## src/include/bsr_settings.svh

```systemverilog
`ifndef BSR_SETTINGS_SVH
`define BSR_SETTINGS_SVH

// ========================================
// Block geometry
// ========================================
`define BSR_BLOCK_SIZE 64   // Bytes in one 8x8 block
`define BSR_DATA_W     8    // INT8 element

// Counts 0..63 inside a block
`define BSR_BYTE_CNT_W 6

// ========================================
// Index widths
// ========================================
`define BSR_ROW_W      16   // Block-row number, row_ptr address
`define BSR_IDX_W      32   // Block index, row_ptr data, byte address
`define BSR_COL_W      16   // Block-column index

`endif

```

## src/design/bsr_pkg.sv

```systemverilog
`default_nettype none

package bsr_pkg;

    // ========================================
    // Scheduler states
    // ========================================
    typedef enum logic [3:0] {
        IDLE,         // Waiting for start
        ROW_PTR_LO,   // Address row_ptr[row]
        ROW_PTR_HI,   // Address row_ptr[row+1], start returns
        CHECK_EMPTY,  // End returns, compare with start
        COL_IDX,      // Address col_idx[block_idx]
        LOAD_INIT,    // Column returns, byte counter cleared
        LOAD,         // 64 byte reads
        LOAD_DRAIN,   // Last byte lands in buffer
        SEND,         // Block offered to the array
        WAIT_DONE,    // Array computing
        NEXT_BLOCK,   // Step to next block of the row
        NEXT_ROW,     // Step to next block row
        FINISH        // One-cycle done
    } sched_state_e;

endpackage

`default_nettype wire

```

## src/design/bsr_sched_fsm.sv

```systemverilog
`timescale 1ns/100ps
`default_nettype none

module bsr_sched_fsm (
    input  wire logic                 clk,
    input  wire logic                 rst_n,
    input  wire logic                 start,
    input  wire logic                 systolic_ready,
    input  wire logic                 systolic_done,
    input  wire logic                 row_empty,       // From row tracker, valid in CHECK_EMPTY
    input  wire logic                 last_row,
    input  wire logic                 last_block,
    input  wire logic                 load_last,       // Byte 63 being read
    output bsr_pkg::sched_state_e     state,
    output logic                      systolic_valid,
    output logic                      busy,
    output logic                      done
);

    bsr_pkg::sched_state_e next_state;

    // ========================================
    // State register
    // ========================================
    always_ff @(posedge clk or negedge rst_n) begin
        if (!rst_n) begin
            state <= bsr_pkg::IDLE;
        end else begin
            state <= next_state;
        end
    end

    // ========================================
    // Next-state logic
    // ========================================
    always_comb begin
        next_state = state;  // Hold by default
        case (state)
            bsr_pkg::IDLE: begin
                if (start) next_state = bsr_pkg::ROW_PTR_LO;
            end
            bsr_pkg::ROW_PTR_LO:  next_state = bsr_pkg::ROW_PTR_HI;
            bsr_pkg::ROW_PTR_HI:  next_state = bsr_pkg::CHECK_EMPTY;
            bsr_pkg::CHECK_EMPTY: begin
                if (!row_empty)    next_state = bsr_pkg::COL_IDX;
                else if (last_row) next_state = bsr_pkg::FINISH;   // Empty tail row
                else               next_state = bsr_pkg::NEXT_ROW;
            end
            bsr_pkg::COL_IDX:     next_state = bsr_pkg::LOAD_INIT;
            bsr_pkg::LOAD_INIT:   next_state = bsr_pkg::LOAD;
            bsr_pkg::LOAD: begin
                if (load_last) next_state = bsr_pkg::LOAD_DRAIN;
            end
            bsr_pkg::LOAD_DRAIN:  next_state = bsr_pkg::SEND;
            bsr_pkg::SEND: begin
                if (systolic_ready) next_state = bsr_pkg::WAIT_DONE;  // Array took the block
            end
            bsr_pkg::WAIT_DONE: begin
                if (systolic_done) next_state = bsr_pkg::NEXT_BLOCK;
            end
            bsr_pkg::NEXT_BLOCK: begin
                // Flags still describe the block just finished
                if (!last_block)   next_state = bsr_pkg::COL_IDX;
                else if (last_row) next_state = bsr_pkg::FINISH;
                else               next_state = bsr_pkg::NEXT_ROW;
            end
            bsr_pkg::NEXT_ROW:    next_state = bsr_pkg::ROW_PTR_LO;
            bsr_pkg::FINISH:      next_state = bsr_pkg::IDLE;
            default:              next_state = bsr_pkg::IDLE;
        endcase
    end

    // ========================================
    // Status decode
    // ========================================
    assign systolic_valid = (state == bsr_pkg::SEND);
    assign busy = (state != bsr_pkg::IDLE) && (state != bsr_pkg::FINISH);
    assign done = (state == bsr_pkg::FINISH);  // Single cycle, FINISH always exits

    // Offered block may not be withdrawn before the array accepts it
    a_valid_held : assert property (@(posedge clk) disable iff (!rst_n)
        systolic_valid && !systolic_ready |=> systolic_valid);

    // State register stays within the encoded range
    a_state_legal : assert property (@(posedge clk) disable iff (!rst_n)
        !$isunknown(state) && ($unsigned(state) <= $unsigned(bsr_pkg::FINISH)));

endmodule

`default_nettype wire

```

## src/design/bsr_row_tracker.sv

```systemverilog
`timescale 1ns/100ps
`default_nettype none
`include "bsr_settings.svh"

module bsr_row_tracker (
    input  wire logic                  clk,
    input  wire logic                  rst_n,
    input  wire bsr_pkg::sched_state_e state,
    input  wire logic [`BSR_ROW_W-1:0] cfg_num_block_rows,  // Stable while busy
    input  wire logic [`BSR_IDX_W-1:0] row_ptr_rd_data,
    input  wire logic                  systolic_done,
    output logic                       row_ptr_rd_en,
    output logic [`BSR_ROW_W-1:0]      row_ptr_rd_addr,
    output logic                       col_idx_rd_en,
    output logic [`BSR_IDX_W-1:0]      col_idx_rd_addr,
    output logic [`BSR_IDX_W-1:0]      block_idx,
    output logic [`BSR_ROW_W-1:0]      block_row,
    output logic                       row_empty,
    output logic                       last_row,
    output logic                       last_block,
    output logic [`BSR_IDX_W-1:0]      blocks_processed
);

    logic [`BSR_IDX_W-1:0] block_start;  // row_ptr[block_row]
    logic [`BSR_IDX_W-1:0] block_end;    // row_ptr[block_row+1]

    // ========================================
    // Memory read ports
    // ========================================
    assign row_ptr_rd_en = (state == bsr_pkg::ROW_PTR_LO) || (state == bsr_pkg::ROW_PTR_HI);
    assign row_ptr_rd_addr = (state == bsr_pkg::ROW_PTR_HI) ? block_row + 1'b1 : block_row;

    assign col_idx_rd_en = (state == bsr_pkg::COL_IDX);
    assign col_idx_rd_addr = block_idx;  // Data back in LOAD_INIT

    // ========================================
    // Row and block registers
    // ========================================
    always_ff @(posedge clk or negedge rst_n) begin
        if (!rst_n) begin
            block_row        <= '0;
            block_start      <= '0;
            block_end        <= '0;
            block_idx        <= '0;
            blocks_processed <= '0;
        end else begin
            case (state)
                bsr_pkg::ROW_PTR_LO: begin
                    // Row 0 is fetched once per run, so the count restarts here
                    if (block_row == '0) blocks_processed <= '0;
                end
                bsr_pkg::ROW_PTR_HI:  block_start <= row_ptr_rd_data;  // From LO read
                bsr_pkg::CHECK_EMPTY: begin
                    block_end <= row_ptr_rd_data;   // From HI read
                    block_idx <= block_start;       // First block of the row
                end
                bsr_pkg::WAIT_DONE: begin
                    if (systolic_done) blocks_processed <= blocks_processed + 1'b1;
                end
                bsr_pkg::NEXT_BLOCK:  block_idx <= block_idx + 1'b1;
                bsr_pkg::NEXT_ROW: begin
                    block_row   <= block_row + 1'b1;
                    block_start <= block_end;       // End of this row opens the next
                end
                bsr_pkg::FINISH:      block_row <= '0;  // Ready for the next start
                default: ;
            endcase
        end
    end

    // ========================================
    // Flags for the FSM
    // ========================================
    // Compared against the arriving end, not yet registered
    assign row_empty  = (state == bsr_pkg::CHECK_EMPTY) && (row_ptr_rd_data == block_start);
    assign last_row   = (block_row == cfg_num_block_rows - 1'b1);
    assign last_block = (block_idx + 1'b1 == block_end);

    // Row pointers must be non-decreasing
    a_ptr_monotonic : assert property (@(posedge clk) disable iff (!rst_n)
        (state == bsr_pkg::CHECK_EMPTY) |-> (row_ptr_rd_data >= block_start));

endmodule

`default_nettype wire

```

## src/design/bsr_load_counter.sv

```systemverilog
`timescale 1ns/100ps
`default_nettype none
`include "bsr_settings.svh"

module bsr_load_counter (
    input  wire logic                  clk,
    input  wire logic                  rst_n,
    input  wire bsr_pkg::sched_state_e state,
    input  wire logic [`BSR_IDX_W-1:0] block_idx,
    output logic                       block_rd_en,
    output logic [`BSR_IDX_W-1:0]      block_rd_addr,
    output logic                       buf_wr_en,    // Delayed copy of block_rd_en
    output logic [`BSR_BYTE_CNT_W-1:0] buf_wr_sel,   // Byte slot for returning data
    output logic                       load_last
);

    logic [`BSR_BYTE_CNT_W-1:0] byte_cnt;

    // ========================================
    // Byte counter
    // ========================================
    always_ff @(posedge clk or negedge rst_n) begin
        if (!rst_n) begin
            byte_cnt  <= '0;
            buf_wr_en <= 1'b0;
        end else begin
            if (state == bsr_pkg::LOAD_INIT) byte_cnt <= '0;
            else if (state == bsr_pkg::LOAD) byte_cnt <= byte_cnt + 1'b1;  // Wraps after 63
            buf_wr_en <= block_rd_en;  // Read data valid one cycle later
        end
    end

    always_ff @(posedge clk) begin
        buf_wr_sel <= byte_cnt;  // Paired with buf_wr_en
    end

    // ========================================
    // Read port
    // ========================================
    assign block_rd_en = (state == bsr_pkg::LOAD);
    // Block j occupies bytes 64j .. 64j+63
    assign block_rd_addr = block_idx * `BSR_IDX_W'(`BSR_BLOCK_SIZE) + `BSR_IDX_W'(byte_cnt);
    assign load_last = block_rd_en &&
                       (byte_cnt == `BSR_BYTE_CNT_W'(`BSR_BLOCK_SIZE - 1));

    // Reads stop once the last byte is addressed
    a_rd_only_load : assert property (@(posedge clk) disable iff (!rst_n)
        load_last |=> !block_rd_en);

endmodule

`default_nettype wire

```

## src/design/bsr_block_buffer.sv

```systemverilog
`timescale 1ns/100ps
`default_nettype none
`include "bsr_settings.svh"

module bsr_block_buffer (
    input  wire logic                       clk,
    input  wire logic                       rst_n,
    input  wire bsr_pkg::sched_state_e      state,
    input  wire logic [`BSR_COL_W-1:0]      col_idx_rd_data,
    input  wire logic [`BSR_DATA_W-1:0]     block_rd_data,
    input  wire logic                       buf_wr_en,
    input  wire logic [`BSR_BYTE_CNT_W-1:0] buf_wr_sel,
    output logic [`BSR_BLOCK_SIZE*`BSR_DATA_W-1:0] systolic_block,  // Byte k at bits 8k up
    output logic [`BSR_COL_W-1:0]           systolic_block_col
);

    logic [`BSR_DATA_W-1:0] buf_mem [`BSR_BLOCK_SIZE];

    // ========================================
    // Column register
    // ========================================
    always_ff @(posedge clk or negedge rst_n) begin
        if (!rst_n) begin
            systolic_block_col <= '0;
        end else if (state == bsr_pkg::LOAD_INIT) begin
            systolic_block_col <= col_idx_rd_data;  // Answer to the COL_IDX read
        end
    end

    // ========================================
    // Byte storage
    // ========================================
    // Written only while loading, so the block is frozen during SEND
    always_ff @(posedge clk) begin
        if (buf_wr_en) buf_mem[buf_wr_sel] <= block_rd_data;
    end

    // Flatten for the array
    always_comb begin
        for (int k = 0; k < `BSR_BLOCK_SIZE; k++) begin
            systolic_block[k*`BSR_DATA_W +: `BSR_DATA_W] = buf_mem[k];
        end
    end

endmodule

`default_nettype wire

```

## src/design/bsr_scheduler_top.sv

```systemverilog
`timescale 1ns/100ps
`default_nettype none
`include "bsr_settings.svh"

module bsr_scheduler_top (
    input  wire logic                       clk,
    input  wire logic                       rst_n,
    input  wire logic                       start,
    input  wire logic [`BSR_ROW_W-1:0]      cfg_num_block_rows,
    // Row pointer memory
    output logic                            row_ptr_rd_en,
    output logic [`BSR_ROW_W-1:0]           row_ptr_rd_addr,
    input  wire logic [`BSR_IDX_W-1:0]      row_ptr_rd_data,
    // Column index memory
    output logic                            col_idx_rd_en,
    output logic [`BSR_IDX_W-1:0]           col_idx_rd_addr,
    input  wire logic [`BSR_COL_W-1:0]      col_idx_rd_data,
    // Block byte memory
    output logic                            block_rd_en,
    output logic [`BSR_IDX_W-1:0]           block_rd_addr,
    input  wire logic [`BSR_DATA_W-1:0]     block_rd_data,
    // Systolic array
    output logic                            systolic_valid,
    output logic [`BSR_BLOCK_SIZE*`BSR_DATA_W-1:0] systolic_block,
    output logic [`BSR_ROW_W-1:0]           systolic_block_row,
    output logic [`BSR_COL_W-1:0]           systolic_block_col,
    input  wire logic                       systolic_ready,
    input  wire logic                       systolic_done,
    // Status
    output logic                            done,
    output logic                            busy,
    output logic [`BSR_IDX_W-1:0]           blocks_processed
);

    // ========================================
    // Internal nets
    // ========================================
    bsr_pkg::sched_state_e      state;
    logic                       row_empty;
    logic                       last_row;
    logic                       last_block;
    logic                       load_last;
    logic [`BSR_IDX_W-1:0]      block_idx;
    logic                       buf_wr_en;
    logic [`BSR_BYTE_CNT_W-1:0] buf_wr_sel;

    bsr_sched_fsm fsm_i (
        .clk            (clk),
        .rst_n          (rst_n),
        .start          (start),
        .systolic_ready (systolic_ready),
        .systolic_done  (systolic_done),
        .row_empty      (row_empty),
        .last_row       (last_row),
        .last_block     (last_block),
        .load_last      (load_last),
        .state          (state),
        .systolic_valid (systolic_valid),
        .busy           (busy),
        .done           (done)
    );

    bsr_row_tracker row_i (
        .clk                (clk),
        .rst_n              (rst_n),
        .state              (state),
        .cfg_num_block_rows (cfg_num_block_rows),
        .row_ptr_rd_data    (row_ptr_rd_data),
        .systolic_done      (systolic_done),
        .row_ptr_rd_en      (row_ptr_rd_en),
        .row_ptr_rd_addr    (row_ptr_rd_addr),
        .col_idx_rd_en      (col_idx_rd_en),
        .col_idx_rd_addr    (col_idx_rd_addr),
        .block_idx          (block_idx),
        .block_row          (systolic_block_row),  // Current row goes straight to the array
        .row_empty          (row_empty),
        .last_row           (last_row),
        .last_block         (last_block),
        .blocks_processed   (blocks_processed)
    );

    bsr_load_counter load_i (
        .clk           (clk),
        .rst_n         (rst_n),
        .state         (state),
        .block_idx     (block_idx),
        .block_rd_en   (block_rd_en),
        .block_rd_addr (block_rd_addr),
        .buf_wr_en     (buf_wr_en),
        .buf_wr_sel    (buf_wr_sel),
        .load_last     (load_last)
    );

    bsr_block_buffer buf_i (
        .clk                (clk),
        .rst_n              (rst_n),
        .state              (state),
        .col_idx_rd_data    (col_idx_rd_data),
        .block_rd_data      (block_rd_data),
        .buf_wr_en          (buf_wr_en),
        .buf_wr_sel         (buf_wr_sel),
        .systolic_block     (systolic_block),
        .systolic_block_col (systolic_block_col)
    );

endmodule

`default_nettype wire

```

## config.mk

```make
export PLATFORM = sky130hd
export DESIGN_NAME = bsr_scheduler_top
export DESIGN_NICKNAME = d
export VERILOG_FILES = /design/src/design/bsr_pkg.sv /design/src/design/bsr_sched_fsm.sv /design/src/design/bsr_row_tracker.sv /design/src/design/bsr_load_counter.sv /design/src/design/bsr_block_buffer.sv /design/src/design/bsr_scheduler_top.sv
export VERILOG_INCLUDE_DIRS = /design/src /design/src/include
export SDC_FILE = /design/constraint.sdc
export NUM_CORES = 1
export LEC_CHECK = 0
export BUFFER_PORTS_ARGS = -buffer_cell sky130_fd_sc_hd__buf_2
export CORE_AREA = 4 4 290 292
export CTS_CLUSTER_SIZE = 16
export DETAILED_ROUTE_END_ITERATION = 16
export DIE_AREA = 0 0 294 296
export SLEW_MARGIN = 15
export SYNTH_ARGS = -nofsm -noshare
export SYNTH_HDL_FRONTEND = slang
export SYNTH_SLANG_ARGS = --single-unit
```

## constraint.sdc

```tcl
create_clock -name clk -period 4.7 [get_ports clk]
set_input_delay 0.47 -clock clk [delete_from_list [all_inputs] [get_ports clk]]
set_output_delay 0.47 -clock clk [all_outputs]
set_load 0.01 [all_outputs]
```

# --- Yosys cells after proc, flatten, opt, wreduce, memory -nomap -nowiden ---
# Memory sizes are Yosys's and may differ from the RTL's.
# Cells that the tools add are included.
# Widths: inputs -> output; s select.
word_totals:
  wordCells: 72
  ramBits: 512
  out_inout_bits: 662
  register_bits: 177
  mem_count: 1
  inputBits: 77
classes:
  n_eq_ne: 22
  reduce_logical: 14
  muxes: 19
  addsub: 6
memory_table:
  columns: ["name", "depth", "width", "rd", "rd_clocked_by_memory_dff", "wr", "line", "rtl"]
  rows:
  - ["buf_i.buf_mem", 64, 8, 64, 0, 1, "bsr_block_buffer.sv:17", "logic [`BSR_DATA_W-1:0] buf_mem [`BSR_BLOCK_SIZE];"]
ops:
  columns: ["cell", "n"]
  rows:
  - ["$pmux 32 s2", 3]
  - ["$add 32x1->32 const B", 2]
  - ["$eq 32x32->1", 2]
  - ["$mux 32", 2]
  - ["$pmux 4 s12", 1]
  - ["$add 32x6->32", 1]
  - ["$pmux 16 s2", 1]
  - ["$mux 4", 6]
  - ["$eq 4x4->1 const B", 5]
  - ["$add 16x1->16 const B", 1]
  - ["$eq 16x16->1", 1]
  - ["$eq 4x3->1 const B", 4]
  - ["$logic_not 16->1", 1]
  - ["$mux 16", 1]
  - ["$sub 16x1->16 const B", 1]
  - ["$mux 6", 2]
  - ["$reduce_bool 2->1", 5]
  - ["$eq 4x2->1 const B", 2]
  - ["$add 6x1->6 const B", 1]
  - ["$eq 6x6->1 const B", 1]
  - ["$ne 2x2->1 const B", 3]
  - ["$eq 4x1->1 const B", 1]
  - ["$logic_not 4->1", 1]
  - ["$ne 2x1->1 const B", 2]
  - ["8 further kinds", 11]

# --- Depth between registers and ports, before layout ---
depth:
  ltp_word: 5
  mapped_depth: 12
  ltp_nobuf: 10

# --- Hierarchy ---
# From an unflattened synthesis, not the netlist that was laid out.
hier_totals:
  hier_cells: 1927
  hier_area_um2: 26933.3
modules_own_cells:
  columns: ["mod", "n_inst", "area_per_inst_um2", "cells_each", "seq_area_each_um2"]
  rows:
  - ["bsr_block_buffer", 1, 16484.6, 645, 15775.1]
  - ["bsr_row_tracker", 1, 9471.6, 1177, 3603.5]
  - ["bsr_load_counter", 1, 658.1, 66, 295.3]
  - ["bsr_sched_fsm", 1, 319.1, 39, 100.1]

# --- Least setup slack after synthesis ---
# No wires, ideal clock.
synth_timing:
  kind: "reg2reg"
  from: "register row_i.block_row[0]"
  to: "register row_i.blocks_processed[25]"
  t_required_ns: 4.571
  setup_ns: 0.129
  synth_period_minus_slack_ns: 2.839
  path_stages_with_launch: 13
  n_path_buf: 2
  setup_slack_ns: 1.861
  arrival_ns: 2.709
  cell_sequence: "dfrtp_1 inv_1 ha_1 nor4b_2 nand4_1 mux2_2 or3_1 buf_2 or4_4 buf_6 nor3_4 xnor2_1 nor2_2"
synth_between:
  elab_chain_len: 3
synth_rtl:
  columns: ["item", "line", "rtl"]
  rows:
  - ["start, declared", "bsr_row_tracker.sv:17", "output logic [`BSR_ROW_W-1:0] block_row,"]
  - ["start signal, assigned", "bsr_row_tracker.sv:62", "block_row <= block_row + 1'b1;"]
  - ["$logic_not 16->1", "bsr_row_tracker.sv:50", "if (block_row == '0) blocks_processed <= '0;"]
  - ["$ne 2x1->1 (no line)", null, null]
  - ["$reduce_and 3->1 (no line)", null, null]
  - ["end signal, assigned", "bsr_row_tracker.sv:58", "if (systolic_done) blocks_processed <= blocks_processed + 1'b1;"]
  - ["end, declared", "bsr_row_tracker.sv:21", "output logic [`BSR_IDX_W-1:0] blocks_processed"]
# No other way between the ends.
# A chain may end at the register's enable or synchronous reset.

# --- Final worst setup path ---
layout_timing:
  from: "register row_i.block_idx[0]"
  to: "register fsm_i.state[2]"
layout_between:
  elab_chain_len: 4
layout_rtl:
  columns: ["item", "line", "rtl"]
  rows:
  - ["start, declared", "bsr_row_tracker.sv:16", "output logic [`BSR_IDX_W-1:0] block_idx,"]
  - ["start signal, assigned", "bsr_row_tracker.sv:55", "block_idx <= block_start;"]
  - ["start signal, assigned", "bsr_row_tracker.sv:60", "bsr_pkg::NEXT_BLOCK: block_idx <= block_idx + 1'b1;"]
  - ["$add 32x1->32", "bsr_row_tracker.sv:77", "assign last_block = (block_idx + 1'b1 == block_end);"]
  - ["$eq 32x32->1", "bsr_row_tracker.sv:77", null]
  - ["$mux 4", "bsr_sched_fsm.sv:63", "if (!last_block) next_state = bsr_pkg::COL_IDX;"]
  - ["$pmux 4 s12", "bsr_sched_fsm.sv:38", "case (state)"]
  - ["end signal, assigned", "bsr_sched_fsm.sv:27", "state <= bsr_pkg::IDLE;"]
  - ["end signal, assigned", "bsr_sched_fsm.sv:29", "state <= next_state;"]
  - ["end, declared", "bsr_sched_fsm.sv:14", "output bsr_pkg::sched_state_e state,"]
# No other way between the ends.

==> impl_metrics.prom <==
# TYPE chip_impl_metric gauge
chip_impl_metric{name="critPathBufInv",unit=""} 0
chip_impl_metric{name="placementRows",unit=""} 105
chip_impl_metric{name="drt_iter0_markers",unit=""} 1637
chip_impl_metric{name="slew-limit-headroom",unit=""} 0.229
chip_impl_metric{name="hpwl",unit="µm"} 69600
chip_impl_metric{name="drt.antenna.violating_nets",unit=""} 0
chip_impl_metric{name="grt_antenna_before_repair",unit=""} 8
chip_impl_info{name="holdCritPathClass",value="in -> reg"} 1
chip_impl_metric{name="gr-usage-all-layers",unit=""} 0.207
chip_impl_metric{name="num_vias",unit=""} 19000
chip_impl_metric{name="timing.final.hold_violations",unit=""} 0
chip_impl_metric{name="worst-endpoint-required",unit="ns"} 5.17
chip_impl_info{name="rsz0062_at_grt",value="false"} 1
chip_impl_metric{name="worst_setup_hold_path_clk_slew",unit="ns"} 0.06
chip_impl_metric{name="via_count_of_the_first_global_routing_pass",unit=""} 18300
chip_impl_metric{name="period_needed",unit="ns"} 3.63
chip_impl_metric{name="synth.avg_cell_area",unit="µm²"} 14.0
chip_impl_metric{name="worstPathMaxFanout",unit=""} 14
chip_impl_info{name="critical_path.slowest_cell",value="nor2_1"} 1
chip_impl_metric{name="synthesized_netlist_cell_count",unit=""} 1898
chip_impl_info{name="cts_tree",value="done"} 1
chip_impl_metric{name="synth_seq_area_share",unit=""} 0.745
chip_impl_metric{name="synth-edff-count",unit=""} 512
chip_impl_info{name="timing_worst_setup_path_type",value="reg -> reg"} 1
chip_impl_metric{name="syn-num-nets",unit=""} 1981
chip_impl_metric{name="cts-htree-levels",unit=""} 3
chip_impl_metric{name="initial_core_util",unit=""} 0.325
chip_impl_metric{name="fillerInstances",unit=""} 7489
chip_impl_metric{name="clkLatencyLatePin",unit="ns"} 0.64
chip_impl_metric{name="gr_ovfl_total",unit=""} 0
chip_impl_metric{name="synth_cell_types",unit=""} 71
chip_impl_metric{name="peakVddDrop",unit="mV"} 0.300
chip_impl_metric{name="wl_per_cell",unit="µm"} 25.3
chip_impl_metric{name="power.density",unit="nW/µm²"} 512
chip_impl_metric{name="mappedNetlistArea",unit="µm²"} 26600
chip_impl_metric{name="finalMaxSlewViolations",unit=""} 0
chip_impl_metric{name="die-height",unit="µm"} 296
chip_impl_metric{name="finish.net_count",unit=""} 2700
chip_impl_metric{name="post-route-cell-area",unit="µm²"} 33800
chip_impl_metric{name="cts.sink_count",unit=""} 689
chip_impl_metric{name="worstPathArrival",unit="ns"} 4.09
chip_impl_info{name="synthFlopType",value="edfxtp_1"} 1
chip_impl_metric{name="cts-resized-gates",unit=""} 0
chip_impl_metric{name="final_core_utilization",unit=""} 0.414
chip_impl_info{name="critical_path.endpoint_type",value="flop"} 1
chip_impl_metric{name="pre_cts_slack",unit="ns"} 1.15
chip_impl_metric{name="detailed_route_wl",unit="µm"} 94900
chip_impl_metric{name="final_layout_size_suffix_gt1_frac",unit=""} 0.342
chip_impl_metric{name="syn2layout_area_growth",unit="%"} 27.2
chip_impl_info{name="cpLargestDelayFamily",value="simple AND/OR/NAND/NOR gates"} 1
chip_impl_metric{name="critical-path-max-stage-delay",unit="ns"} 0.81
chip_impl_metric{name="maxCapViolations",unit=""} 0
chip_impl_metric{name="worst_slew_pin_slew",unit="ns"} 1.15
chip_impl_metric{name="placed_cell_area",unit="µm²"} 31200
chip_impl_info{name="cp_cell_sequence",value="ha_1 -> nand4_1 -> nor2_1 -> nand3_1 -> xnor2_1 -> a211o_1 -> nor4_1 -> and3_1 -> o22ai_1"} 1
chip_impl_metric{name="via_per_inst",unit=""} 5.06
chip_impl_metric{name="totalNegativeSetupSlack",unit="ns"} 0
chip_impl_metric{name="die_area",unit="µm²"} 87000
chip_impl_metric{name="boundaryPins",unit=""} 739
chip_impl_metric{name="yosys_register_bits",unit=""} 689
chip_impl_metric{name="grt_start_max_net_pins",unit=""} 102
chip_impl_metric{name="finalWeightedCongestion",unit=""} 0.951
chip_impl_info{name="synth_area_leader_cell",value="edfxtp_1"} 1
chip_impl_metric{name="clock.fmax",unit="GHz"} 0.276
chip_impl_info{name="status",value="finished, final reports clean"} 1
chip_impl_metric{name="port_buffers",unit=""} 738
chip_impl_metric{name="final.hold.worst_slack",unit="ns"} 0.0813
chip_impl_metric{name="wire_length_of_the_first_global_routing_pass",unit="µm"} 133000
chip_impl_metric{name="dr.pass1.iters",unit=""} 8
chip_impl_metric{name="count_of_warnings_emitted_by_yosys",unit=""} 0
chip_impl_metric{name="drc",unit=""} 0
chip_impl_info{name="clock-root-buffer",value="clkbuf_16"} 1
chip_impl_metric{name="leakagePower",unit="nW"} 13.3
chip_impl_metric{name="area_fraction_of_the_dominant_cell_type_after_synthesis",unit=""} 0.579
chip_impl_metric{name="finalClockSkew",unit="ns"} 0.0526
chip_impl_info{name="start_kind",value="flop"} 1
chip_impl_metric{name="final.period_utilization",unit=""} 0.772
chip_impl_info{name="most_area_consuming_cells_after_synthesis",value="edfxtp_1 (58%), dfrtp_1 (16%), nand2_1 (3.8%)"} 1
chip_impl_metric{name="final_critical_path_setup_slack",unit="ns"} 1.07
chip_impl_metric{name="report.final.setup_viol",unit=""} 0
chip_impl_metric{name="cts_max_path_buffers",unit=""} 3
chip_impl_metric{name="ys_async_sr_fraction",unit=""} 0.248
chip_impl_metric{name="floorplan.die.width",unit="µm"} 294
chip_impl_metric{name="fp.coreArea",unit="µm²"} 81600
chip_impl_metric{name="cts_made_buffers",unit=""} 75
layout by cell type (no fill, tap or decap), drive strengths merged, types with 7 or more instances in the layout:
| cell type | n |
|---|---|
| a31oi | 40 |
| and3 | 19 |
| nor4 | 27 |
| a21oi | 29 |
| bufinv | 7 |
| xnor2 | 106 |
| o311ai | 7 |
| nand2 | 266 |
| inv | 27 |
| o21ai | 64 |
| nand4b | 9 |
| clkbuf | 94 |
| a221o | 11 |
| edfxtp | 512 |
| nor2 | 184 |
| clkinv | 28 |
| xor2 | 39 |
| and4 | 10 |
| nor3 | 47 |
| mux2 | 19 |
| dfrtp | 171 |
| nand4 | 40 |
| buf | 760 |
| nand2b | 10 |
| nand3 | 48 |
| or3 | 12 |
power by group:
part | switching (W) | internal [W]
Sequential | 0.000858 | 0.00709
Combinational | 0.00210 | 0.00127
Clock | 0.00254 | 0.00342
registers in the layout, summed over array words and instances (netlist names):
register,count
fsm_i.state,4
load_i.buf_wr_sel,6
load_i.byte_cnt,6
row_i.block_end,32
row_i.block_start,32
buf_i.buf_mem,512
buf_i.systolic_block_col,16
row_i.block_idx,32
row_i.block_row,16
load_i.buf_wr_en,1
row_i.blocks_processed,32
Yosys cell counts, drive strengths merged, types with 5 or more instances:
| master | n |
|---|---|
| or4 | 6 |
| and3 | 19 |
| inv | 22 |
| nand2b | 10 |
| xnor2 | 106 |
| a221o | 11 |
| nand4b | 9 |
| buf | 46 |
| a31oi | 40 |
| nand4 | 40 |
| o22ai | 6 |
| ha | 6 |
| o311ai | 7 |
| o21ai | 64 |
| nand3 | 48 |
| xor2 | 39 |
| dfrtp | 171 |
| nand2 | 266 |
| nor2 | 184 |
| or3 | 12 |
| dfxtp | 6 |
| nor3 | 47 |
| a32oi | 5 |
| and4 | 10 |
| nor4 | 27 |
| clkbuf | 73 |
| mux2 | 19 |
| edfxtp | 512 |
| a21oi | 29 |
metrics by stage:
| stage | total power [W] | std cells |
|---|---|---|
| finish | 0.0173 | 3754 |
| global route | 0.0181 | 3750 |
| CTS | 0.0174 | 3750 |
| detailed placement | 0.0114 | 3609 |
| global placement | 0.0113 | 3609 |
| floorplan | 0.00997 | 1898 |
cell type report:
cell class	count	area, µm²	area share
sequential	689	19800	0.586
tap	1070	1340	0.0397
multi-input combinational	1068	6150	0.182
antenna	4	10.0	0.000296
inverter	22	82.6	0.00245
clock inverter	46	571	0.0169
clock buffer	94	1960	0.0580
timing repair buffer	761	3880	0.115
final timing paths:
path | startpoint | to | slack [ns] | cells after the start
min in group asynchronous | rst_n | row_i.block_end[10]$_DFFE_PN0P_ | 0.55 | 2
setup / recovery | row_i.block_idx[0]$_DFFE_PN0P_ | fsm_i.state[2]$_DFFE_PN0P_ | 1.07 | 9
setup reg to reg | row_i.block_idx[0]$_DFFE_PN0P_ | fsm_i.state[2]$_DFFE_PN0P_ | 1.07 | 9
hold / removal | col_idx_rd_data[5] | buf_i.systolic_block_col[5]$_DFFE_PN0P_ | 0.08 | 2
max in group asynchronous | rst_n | row_i.blocks_processed[7]$_DFFE_PN0P_ | 2.90 | 3
hold reg to reg | load_i.byte_cnt[0]$_DFFE_PN0P_ | load_i.buf_wr_sel[0]$_DFF_P_ | 0.45 | 0
worst register-to-register path, delay by kind of cell (launching register included):
kind,cells,cell delay (ns)
AOI/OAI and AO/OA,2,0.32
DFF,1,0.47
and+or+nand+nor,5,2.20
adders and majority gates,1,0.30
xor gates and xnor gates,1,0.21
cells by family after synthesis:
logic type                 after synthesis  share of synthesized area
muxes                                   21                    0.00881
and+or+nand+nor                        700                      0.123
adders and majority gates                6                    0.00283
xor gates and xnor gates               145                     0.0478
DFF                                    689                      0.745
AOI/OAI and AO/OA                      196                     0.0473
buffers and inverters                  141                     0.0252
metal layers:
| layer | vias to the layer above | share of wire | GRT usage |
|---|---|---|---|
| met2 | 908 | 0.49 | 0.350 |
| li1 | 8324 | - | - |
| met5 | - | 0 | 0 |
| met1 | 9585 | 0.37 | 0.244 |
| met3 | 171 | 0.10 | 0.0742 |
| met4 | 0 | 0.038 | 0.0790 |
repair_timing:
action,in CTS,in global routing
buffers inserted,0,0
hold buffers,1,0
hold endpoints to repair,8,0
Power figures use the tool's default switching activity.
